<file path="src/hdl/mem_pkg.sv">
package mem_pkg;

    // wishbone bridge sequencing
    typedef enum logic [1:0] {
        BR_IDLE,
        BR_REQ,
        BR_WAIT,
        BR_ACK
    } bridge_state_e;

    // target picked by the top address bit
    typedef enum logic {
        SEL_SRAM,
        SEL_REGS
    } periph_sel_e;

    // word offsets inside the register block
    typedef enum logic [1:0] {
        REG_ID       = 2'd0,
        REG_SCRATCH  = 2'd1,
        REG_WR_COUNT = 2'd2
    } reg_offset_e;

    localparam logic [31:0] REGS_ID = 32'h4d53_0101;  // read-only block identifier

endpackage : mem_pkg

</file>
<file path="src/hdl/mem_intf.sv">
interface mem_intf #(
    parameter int ADDR_WID = 8,
    parameter int DATA_WID = 32
) ();

    logic                rdy;      // peripheral can take a request
    logic                req;
    logic                wr;       // 1 = write, 0 = read
    logic [ADDR_WID-1:0] addr;
    logic [DATA_WID-1:0] wr_data;
    logic                wr_ack;   // one-cycle pulse per accepted write
    logic [DATA_WID-1:0] rd_data;  // valid with rd_ack
    logic                rd_ack;

    // side that issues transactions
    modport controller(
        input  rdy,
        output req,
        output wr,
        output addr,
        output wr_data,
        input  wr_ack,
        input  rd_data,
        input  rd_ack
    );

    // side that serves them
    modport peripheral(
        output rdy,
        input  req,
        input  wr,
        input  addr,
        input  wr_data,
        output wr_ack,
        output rd_data,
        output rd_ack
    );

endinterface : mem_intf

</file>
<file path="src/hdl/ctrl_regs.sv">
module ctrl_regs
    import mem_pkg::*;
#(
    parameter int DATA_WID = 32
) (
    input  logic        clk,
    input  logic        rst_n,

    mem_intf.peripheral bus
);

    logic [DATA_WID-1:0] scratch;
    logic [DATA_WID-1:0] wr_count;
    logic [DATA_WID-1:0] rd_word;
    reg_offset_e         offset;
    logic                in_range;
    logic                do_wr;
    logic                do_rd;

    assign bus.rdy = 1'b1;

    assign offset   = reg_offset_e'(bus.addr[1:0]);
    assign in_range = (bus.addr >> 2) == '0;  // only the first few words decode
    assign do_wr    = bus.req && bus.rdy && bus.wr;
    assign do_rd    = bus.req && bus.rdy && !bus.wr;

    always_comb begin
        rd_word = '0;
        if (in_range) begin
            case (offset)
                REG_ID:       rd_word = DATA_WID'(REGS_ID);
                REG_SCRATCH:  rd_word = scratch;
                REG_WR_COUNT: rd_word = wr_count;
                default:      rd_word = '0;
            endcase
        end
    end

    always_ff @(posedge clk or negedge rst_n) begin
        if (!rst_n) begin
            scratch    <= '0;
            wr_count   <= '0;
            bus.wr_ack <= 1'b0;
            bus.rd_ack <= 1'b0;
        end else begin
            if (do_wr) begin
                wr_count <= wr_count + 1'b1;  // any offset counts
                if (in_range && offset == REG_SCRATCH) begin
                    scratch <= bus.wr_data;
                end
            end
            bus.wr_ack <= do_wr;
            bus.rd_ack <= do_rd;
        end
    end

    always_ff @(posedge clk) begin
        if (do_rd) begin
            bus.rd_data <= rd_word;
        end
    end

endmodule : ctrl_regs

</file>
<file path="src/hdl/mem_decoder.sv">
module mem_decoder
    import mem_pkg::*;
#(
    parameter int ADDR_WID = 8
) (
    input  logic        clk,
    input  logic        rst_n,

    mem_intf.peripheral host,
    mem_intf.controller sram,
    mem_intf.controller regs
);

    periph_sel_e sel_req;   // target of the incoming request
    periph_sel_e pend_sel;  // target of the outstanding one
    logic        pending;
    logic        accept;
    logic        resp;

    assign sel_req = periph_sel_e'(host.addr[ADDR_WID-1]);

    assign host.rdy = !pending && ((sel_req == SEL_SRAM) ? sram.rdy : regs.rdy);
    assign accept   = host.req && host.rdy;

    // only the selected side sees req
    assign sram.req     = host.req && !pending && (sel_req == SEL_SRAM);
    assign sram.wr      = host.wr;
    assign sram.addr    = host.addr[ADDR_WID-2:0];
    assign sram.wr_data = host.wr_data;

    assign regs.req     = host.req && !pending && (sel_req == SEL_REGS);
    assign regs.wr      = host.wr;
    assign regs.addr    = host.addr[ADDR_WID-2:0];
    assign regs.wr_data = host.wr_data;

    // response from whichever target owns the transaction
    always_comb begin
        if (pend_sel == SEL_SRAM) begin
            host.wr_ack  = pending && sram.wr_ack;
            host.rd_ack  = pending && sram.rd_ack;
            host.rd_data = sram.rd_data;
        end else begin
            host.wr_ack  = pending && regs.wr_ack;
            host.rd_ack  = pending && regs.rd_ack;
            host.rd_data = regs.rd_data;
        end
    end

    assign resp = host.wr_ack || host.rd_ack;

    always_ff @(posedge clk or negedge rst_n) begin
        if (!rst_n) begin
            pending  <= 1'b0;
            pend_sel <= SEL_SRAM;
        end else if (accept) begin
            pending  <= 1'b1;
            pend_sel <= sel_req;
        end else if (resp) begin
            pending  <= 1'b0;  // next request may go
        end
    end

endmodule : mem_decoder

</file>
<file path="src/hdl/mem_subsys_top.sv">
module mem_subsys_top #(
    parameter int ADDR_WID  = 8,
    parameter int DATA_WID  = 32,
    parameter int RAM_DEPTH = 64
) (
    input  logic                clk,
    input  logic                rst_n,

    input  logic                cyc,
    input  logic                stb,
    input  logic                we,
    input  logic [ADDR_WID-1:0] adr,
    input  logic [DATA_WID-1:0] dat_w,
    output logic [DATA_WID-1:0] dat_r,
    output logic                ack
);

    mem_intf #(.ADDR_WID(ADDR_WID),   .DATA_WID(DATA_WID)) bus_if ();
    mem_intf #(.ADDR_WID(ADDR_WID-1), .DATA_WID(DATA_WID)) sram_if ();  // top bit decoded away
    mem_intf #(.ADDR_WID(ADDR_WID-1), .DATA_WID(DATA_WID)) regs_if ();

    wb_mem_bridge #(
        .ADDR_WID(ADDR_WID),
        .DATA_WID(DATA_WID)
    ) i_wb_mem_bridge (
        .clk   (clk),
        .rst_n (rst_n),
        .cyc   (cyc),
        .stb   (stb),
        .we    (we),
        .adr   (adr),
        .dat_w (dat_w),
        .dat_r (dat_r),
        .ack   (ack),
        .mem   (bus_if.controller)
    );

    mem_decoder #(
        .ADDR_WID(ADDR_WID)
    ) i_mem_decoder (
        .clk   (clk),
        .rst_n (rst_n),
        .host  (bus_if.peripheral),
        .sram  (sram_if.controller),
        .regs  (regs_if.controller)
    );

    sram_periph #(
        .DATA_WID (DATA_WID),
        .RAM_DEPTH(RAM_DEPTH)
    ) i_sram_periph (
        .clk   (clk),
        .rst_n (rst_n),
        .bus   (sram_if.peripheral)
    );

    ctrl_regs #(
        .DATA_WID(DATA_WID)
    ) i_ctrl_regs (
        .clk   (clk),
        .rst_n (rst_n),
        .bus   (regs_if.peripheral)
    );

endmodule : mem_subsys_top

</file>
<file path="src/hdl/sram_periph.sv">
module sram_periph #(
    parameter int DATA_WID  = 32,
    parameter int RAM_DEPTH = 64
) (
    input  logic        clk,
    input  logic        rst_n,

    mem_intf.peripheral bus
);

    localparam int IDX_WID = $clog2(RAM_DEPTH);

    logic [DATA_WID-1:0] mem [RAM_DEPTH];
    logic [IDX_WID-1:0]  idx;
    logic                do_wr;
    logic                do_rd;

    assign bus.rdy = 1'b1;  // never stalls

    assign idx   = bus.addr[IDX_WID-1:0];  // upper bits alias
    assign do_wr = bus.req && bus.rdy && bus.wr;
    assign do_rd = bus.req && bus.rdy && !bus.wr;

    always_ff @(posedge clk) begin
        if (do_wr) begin
            mem[idx] <= bus.wr_data;
        end
        if (do_rd) begin
            bus.rd_data <= mem[idx];
        end
    end

    always_ff @(posedge clk or negedge rst_n) begin
        if (!rst_n) begin
            bus.wr_ack <= 1'b0;
            bus.rd_ack <= 1'b0;
        end else begin
            bus.wr_ack <= do_wr;
            bus.rd_ack <= do_rd;
        end
    end

endmodule : sram_periph

</file>
<file path="src/hdl/wb_mem_bridge.sv">
module wb_mem_bridge
    import mem_pkg::*;
#(
    parameter int ADDR_WID = 8,
    parameter int DATA_WID = 32
) (
    input  logic                clk,
    input  logic                rst_n,

    input  logic                cyc,
    input  logic                stb,
    input  logic                we,
    input  logic [ADDR_WID-1:0] adr,
    input  logic [DATA_WID-1:0] dat_w,
    output logic [DATA_WID-1:0] dat_r,
    output logic                ack,

    mem_intf.controller         mem
);

    bridge_state_e       state;
    logic [ADDR_WID-1:0] adr_q;
    logic [DATA_WID-1:0] dat_q;
    logic                we_q;
    logic                resp;

    assign resp = mem.wr_ack | mem.rd_ack;

    always_ff @(posedge clk or negedge rst_n) begin
        if (!rst_n) begin
            state <= BR_IDLE;
        end else begin
            case (state)
                BR_IDLE: begin
                    if (cyc && stb) begin
                        state <= BR_REQ;
                    end
                end
                BR_REQ: begin
                    if (mem.rdy) begin
                        state <= BR_WAIT;  // accepted this cycle
                    end
                end
                BR_WAIT: begin
                    if (resp) begin
                        state <= BR_ACK;
                    end
                end
                default: begin
                    state <= BR_IDLE;  // ack cycle done
                end
            endcase
        end
    end

    // latch the request at the start of the bus cycle
    always_ff @(posedge clk) begin
        if (state == BR_IDLE && cyc && stb) begin
            adr_q <= adr;
            dat_q <= dat_w;
            we_q  <= we;
        end
        if (state == BR_WAIT && mem.rd_ack) begin
            dat_r <= mem.rd_data;
        end
    end

    assign mem.req     = (state == BR_REQ);
    assign mem.wr      = we_q;
    assign mem.addr    = adr_q;
    assign mem.wr_data = dat_q;

    assign ack = (state == BR_ACK);  // single cycle

endmodule : wb_mem_bridge

</file>
<file path="config.mk">
export PLATFORM = sky130hd
export DESIGN_NAME = mem_subsys_top
export DESIGN_NICKNAME = d
export VERILOG_FILES = /design/src/hdl/mem_pkg.sv /design/src/hdl/mem_intf.sv /design/src/hdl/ctrl_regs.sv /design/src/hdl/mem_decoder.sv /design/src/hdl/mem_subsys_top.sv /design/src/hdl/sram_periph.sv /design/src/hdl/wb_mem_bridge.sv
export SDC_FILE = /design/constraint.sdc
export NUM_CORES = 2
export LEC_CHECK = 0
export ABC_AREA = 0
export ABC_CLOCK_PERIOD_IN_PS = 5400
export BUFFER_PORTS_ARGS = -buffer_cell sky130_fd_sc_hd__buf_2
export CAP_MARGIN = 20
export CORE_ASPECT_RATIO = 0.8
export CORE_MARGIN = 10
export CORE_UTILIZATION = 50
export CTS_CLUSTER_SIZE = 40
export DETAILED_ROUTE_END_ITERATION = 10
export GPL_TIMING_DRIVEN = 1
export PLACE_DENSITY = 0.61
export SYNTH_ARGS = -nofsm -noshare
export SYNTH_HDL_FRONTEND = slang
export SYNTH_SLANG_ARGS = --single-unit
</file>
<file path="constraint.sdc">
create_clock -name clk -period 5.4 [get_ports clk]
set_input_delay 0.81 -clock clk [delete_from_list [all_inputs] [get_ports clk]]
set_output_delay 0.81 -clock clk [all_outputs]
set_load 0.05 [all_outputs]
</file>
# Yosys cells after proc, flatten, opt, wreduce, memory -nomap -nowiden
# Memory sizes are Yosys's and may differ from the RTL's. A register that Yosys moved wholly into a read port is not among the register bits.
# Cells that the tools add are included.
# totals
ramBits,2048
latch_bits,0
mem_count,1
output_inout_bits,33
elab_cells,63
romBits,0
ff_bits,177
# mem_list
name,words,width,read_ports,rd_clocked_by_memory_dff,wr,line,text
i_sram_periph.mem,64,32,1,1,1,sram_periph.sv:13,logic [DATA_WID-1:0] mem [RAM_DEPTH];
# op_classes
muxes,12
addsub,1
bitwise,2
order_cmp,0
shifts,0
div_mod_pow,0
reduce_logical,25
mul,0
n_eq_ne,8
# ops
operator,n
32-bit case mux with 3 select lines,1
32-bit by 1-bit adder with 32-bit output (second input constant),1
32-bit 2-to-1 mux,1
1-bit logical AND,16
7-bit logical NOT,1
2-bit equality test (second input constant),3
1-bit 2-to-1 mux,6
2-bit 2-to-1 mux,3
2-bit case mux with 3 select lines,1
2-bit by 1-bit equality test with 1-bit output (second input constant),2
2-bit logical NOT,2
2-bit by 1-bit inequality test with 1-bit output (second input constant),2
3-bit AND reduction,1
1-bit logical NOT,2
2-bit inequality test (second input constant),1
2-bit AND reduction,1
2-bit nonzero test,1
1-bit logical OR,1
1-bit inverter,1
1-bit bitwise OR,1

# Logic depth before layout (Yosys ltp)
# logic_depth
depth_word,6
ltp_mapped,10
ltp_nobuf,7

# By module
# A second synthesis with hierarchy kept.
# unflattened
hier_cells,4867
hier_area_um2,86889.6
# modules_own_cells
mod,seq_area_each_um2,cells_each,instances,area_per_inst_um2
sram_periph,62510.0,4311,1,79159.7
ctrl_regs,2612.5,331,1,4189.0
wb_mem_bridge,2242.2,89,1,2382.3
mem_decoder,50.0,136,1,1158.6

# Worst setup path after synthesis
# Ideal clock, no wire load.
# synth_timing
kind,reg2reg
startpoint,register i_wb_mem_bridge.state[1]
endpoint,"register i_sram_periph.bus.rd_data[0] (read register of i_sram_periph.mem), enable pin"
stages_incl_launch_ff,5
required_time_ps,4930
arrival_time_ps,3312
period_less_slack_ps,3782
setup_time_ps,470
slack_ps,1618
cell_sequence,dfrtp_1 > inv_1 > ha_1 > nor2b_1 > nor3b_1
# synth_via
elab_chain_len,4
# synth_lines
item,line,text
from (decl),wb_mem_bridge.sv:21,bridge_state_e state;
from (signal assigned),wb_mem_bridge.sv:31,state <= BR_IDLE;
from (signal assigned),wb_mem_bridge.sv:36,state <= BR_REQ;
from (signal assigned),wb_mem_bridge.sv:41,state <= BR_WAIT;
2-bit by 1-bit equality test with 1-bit output,wb_mem_bridge.sv:68,assign mem.req = (state == BR_REQ);
1-bit logical AND (2 in a row),mem_decoder.sv:26,assign sram.req = host.req && !pending && (sel_req == SEL_SRAM);
1-bit logical AND,sram_periph.sv:22,assign do_rd = bus.req && bus.rdy && !bus.wr;
net i_sram_periph.do_rd,sram_periph.sv:16,logic do_rd;
to (decl),mem_intf.sv:35,"output rd_data,"
# The timed path passes the listed nets, and every way through them passes these cells.
# A chain may end at the register's enable or synchronous reset.

# Final worst setup path
# layout_timing
startpoint,register i_wb_mem_bridge.state[1]
endpoint,"memory i_sram_periph.mem[19][6], enable pin"
# layout_via
elab_chain_len,6
# layout_lines
item,line,text
2-bit by 1-bit equality test with 1-bit output,wb_mem_bridge.sv:68,
1-bit logical AND (2 in a row),mem_decoder.sv:26,
1-bit logical AND,sram_periph.sv:21,assign do_wr = bus.req && bus.rdy && bus.wr;
net i_sram_periph.do_wr,sram_periph.sv:15,logic do_wr;
1-bit 2-to-1 mux,sram_periph.sv:25,if (do_wr) begin
1-bit 2-to-1 mux (not written as such),sram_periph.sv:26,mem[idx] <= bus.wr_data;
to (decl),sram_periph.sv:13,
# The timed path passes the listed nets, and every way through them passes these cells.

==> results.yml <==
run_status:
  outcome: "finished, final reports clean"
grt:
  grt_overflow_total: 0
  grt_pass1_wl_mm: 309
  grt_max_degree: 111
  track_usage_pct: 22.8
  antenna_found_initial: 25
  first_global_vias: 40600
detailed_routing:
  vias_per_cell: 6.22
  drt-total-wl_mm: 216
  ant_nets: 0
  num_vias: 40500
  drc: 0
  drt_first_pass_iters: 8
  wl_per_cell_um: 33.1
  drtIter0Drc: 5318
finish:
  area_delta_synth_final_pct: 12.7
  nNetsFinal: 4119
  fin_area_um2: 96700
  post_route_cells_drive_above_1_share_pct: 28.1
  fill_cells: 12500
clocking:
  cts_buffers: 209
  cts_setup_buffers: 0
  insertion_delay_ns: 0.85
  cts_max_level: 4
  hold_buffers: 0
  clockBufferDepth: 3
  path_clk_slew_ns: 0.06
  cts-root-buf: "clkbuf_16"
  cts_resized: 0
  clock_sinks: 2257
  cts_tree: "yes"
synthesis:
  synth_commonest_cells: "2185 x edfxtp_1, 513 x mux4_2, 178 x a22oi_1"
  synth_area_per_cell_um2: 22.5
  ys_types: 53
  synth_xor_area_share_pct: 0.317
  synth_top_family_by_area: "multiplexers"
  syn_nets: 3856
  ys_top_cells_by_area: "edfxtp_1 77%, mux4_2 13%, dfrtp_1 2.1%"
  ys_warn_count: 0
  yosysMostFrequentCell: "edfxtp_1"
  synthCells: 3806
  synthDominantCellAreaShare_pct: 76.5
  async_flop_share_pct: 3.19
  yosysSeqAreaShare_pct: 78.6
  synthFlopType: "edfxtp_1"
  yosys.area_share.adder_pct: 0.0729
  syn_area_um2: 85800
  synth-edff-count: 2185
  synth_top_area_cell: "edfxtp_1"
  synth_mux_area_share_pct: 15.4
  synth-simple-area-share_pct: 1.61
  synth_seq_cells: 2257
  synth-compound-area-share_pct: 2.58
worst_setup_path:
  critPathKind: "register to register"
  critPathTopFamily: "simple AND/OR/NAND/NOR gates"
  cp-end-kind: "register"
  crit_path_top_delay_cell: "nor2_4"
  start_kind: "register"
  worst_path_largest_cell_delay_ns: 0.98
  path_cells: "inv_1 -> ha_1 -> nor2b_1 -> and3b_1 -> nor2b_1 -> nand3_1 -> nor2_4 -> buf_4"
  critPathArrivalTime_ns: 4.82
  crit_top_cell: "nor2b_1"
  cp_max_fo: 17
  required_ns: 5.92
  critical_path_buf_inv_count: 2
timing:
  rsz0062_at_grt: "false"
  clock_skew_ns: 0.0312
  setup_ws_ns: 1.10
  fin_crit_ns: 4.30
  worst_slew_pin_slew_ns: 1.17
  finalMaxSlewViolations: 0
  timing.fmax_mhz: 232
  min_period_over_period_pct: 79.7
  slew_headroom_pct: 22.0
  tns_ns: 0
  setup_viol: 0
  holdWs_ns: 0.121
  finalHoldViolCount: 0
power_and_ir_drop:
  vdd_drop_max_mv: 0.403
  pwr_density_cell_nw_per_um2: 378
  leakage_nw: 30.5
floorplanning:
  start_util_pct: 50.5
  rows: 135
  core-area_um2: 170000
  ios: 78
  fp.dieArea_um2: 189000
  fp.dieH_um: 390
  die_width_um: 483
worst_hold_path:
  hold_path.class: "input port to asynchronous set/reset pin"
place:
  postPlaceCellArea_um2: 90000
  dp_slack_ns: 1.12
  io_buffers: 77
  place_congestion: 0.805
  place_hpwl_mm: 125
job:
  cap_violations: 0
[flip-flops by register name (all words and copies together) (netlist names)]
register / flops
i_ctrl_regs.bus.rd_ack: 1
i_ctrl_regs.bus.rd_data: 32
i_ctrl_regs.bus.wr_ack: 1
i_ctrl_regs.scratch: 32
i_ctrl_regs.wr_count: 32
i_mem_decoder.pend_sel: 1
i_mem_decoder.pending: 1
i_sram_periph.bus.rd_ack: 1
i_sram_periph.bus.rd_data: 32
i_sram_periph.bus.wr_ack: 1
i_sram_periph.mem: 2048
i_wb_mem_bridge.dat_r: 32
i_wb_mem_bridge.mem.addr: 8
i_wb_mem_bridge.mem.wr: 1
i_wb_mem_bridge.mem.wr_data: 32
i_wb_mem_bridge.state: 2
[layout make-up]
type                       count  area (um2)  area share [%]
multi-input combinational   1325       17700            18.3
clock buffer                 263        5560            5.75
timing repair buffer         259        2060            2.13
tap                         2260        2830            2.92
sequential                  2257       67400            69.7
inverter                      17        63.8          0.0660
clock inverter               121        1050            1.09
antenna                       15        37.5          0.0388
[placed cells by master (no fill, tap or decap), types with 7 or more instances in the layout]
master,count
buf_4,158
nor2b_1,10
buf_12,23
nand4_1,10
diode_2,15
o22ai_1,26
a22oi_1,178
buf_2,77
mux2i_1,72
xor2_1,7
nor2_4,66
bufinv_16,16
nand3_1,20
clkbuf_16,212
dfrtp_1,72
edfxtp_1,2185
mux4_2,513
clkinv_1,53
a221oi_1,7
mux2_1,30
nor3_1,18
clkinv_2,35
mux2_2,53
a21oi_1,91
or4_1,19
nor2_1,70
xnor2_1,24
nand2_1,45
inv_1,17
clkbuf_1,45
[power breakdown]
group	switching [W]	leakage [nW]	internal, W	total (W)
combinational	0.00166	6.57	0.000933	0.00260
clock	0.00635	3.23	0.00803	0.0144
sequential	0.000131	20.7	0.0195	0.0196
[final timing paths]
| check | from | end | cells past startpoint | slack (ns) |
|---|---|---|---|---|
| hold / removal | rst_n | i_ctrl_regs.scratch[12] | 1 | 0.12 |
| hold reg to reg | i_ctrl_regs.wr_count[31] | i_ctrl_regs.wr_count[31] | 1 | 0.47 |
| min in group clk | dat_w[31] | i_wb_mem_bridge.mem.wr_data[31] | 1 | 0.14 |
| setup reg to reg | i_wb_mem_bridge.state[1] | i_sram_periph.mem[19][6] | 8 | 1.10 |
| max in group asynchronous | rst_n | i_ctrl_regs.wr_count[6] | 1 | 4.62 |
| setup / recovery | i_wb_mem_bridge.state[1] | i_sram_periph.mem[19][6] | 8 | 1.10 |
[routing by layer]
layer / GRT usage (%) / wire [um] / vias to the layer above
met2: 33.1 / 96100 / 1937
met3: 8.38 / 26000 / 270
met5: 0 / 34 / -
met1: 33.3 / 90100 / 21700
li1: - / - / 16600
met4: 4.81 / 3740 / 6
[logic make-up (layout without fill, tap and decap cells)]
kind of cell	after synthesis	in the layout
other	0	15
buffers and inverters	224	660
AO/OA/AOI/OAI	328	328
multiplexers	668	668
adder cells (fa/ha/maj)	5	5
XOR/XNOR	31	31
AND/OR/NAND/NOR	293	293
flip-flops	2257	2257
[through the flow]
| step | util (%) | total power (W) | instances |
|---|---|---|---|
| floorplan | - | 0.0216 | 3806 |
| global placement | 53.0 | 0.0226 | 6115 |
| detailed placement | 53.0 | 0.0226 | 6116 |
| CTS | 56.9 | 0.0368 | 6500 |
| global route | 56.9 | 0.0378 | 6503 |
| finish | 56.9 | 0.0366 | 6517 |
No activity file was read; power rests on OpenSTA's default activity.
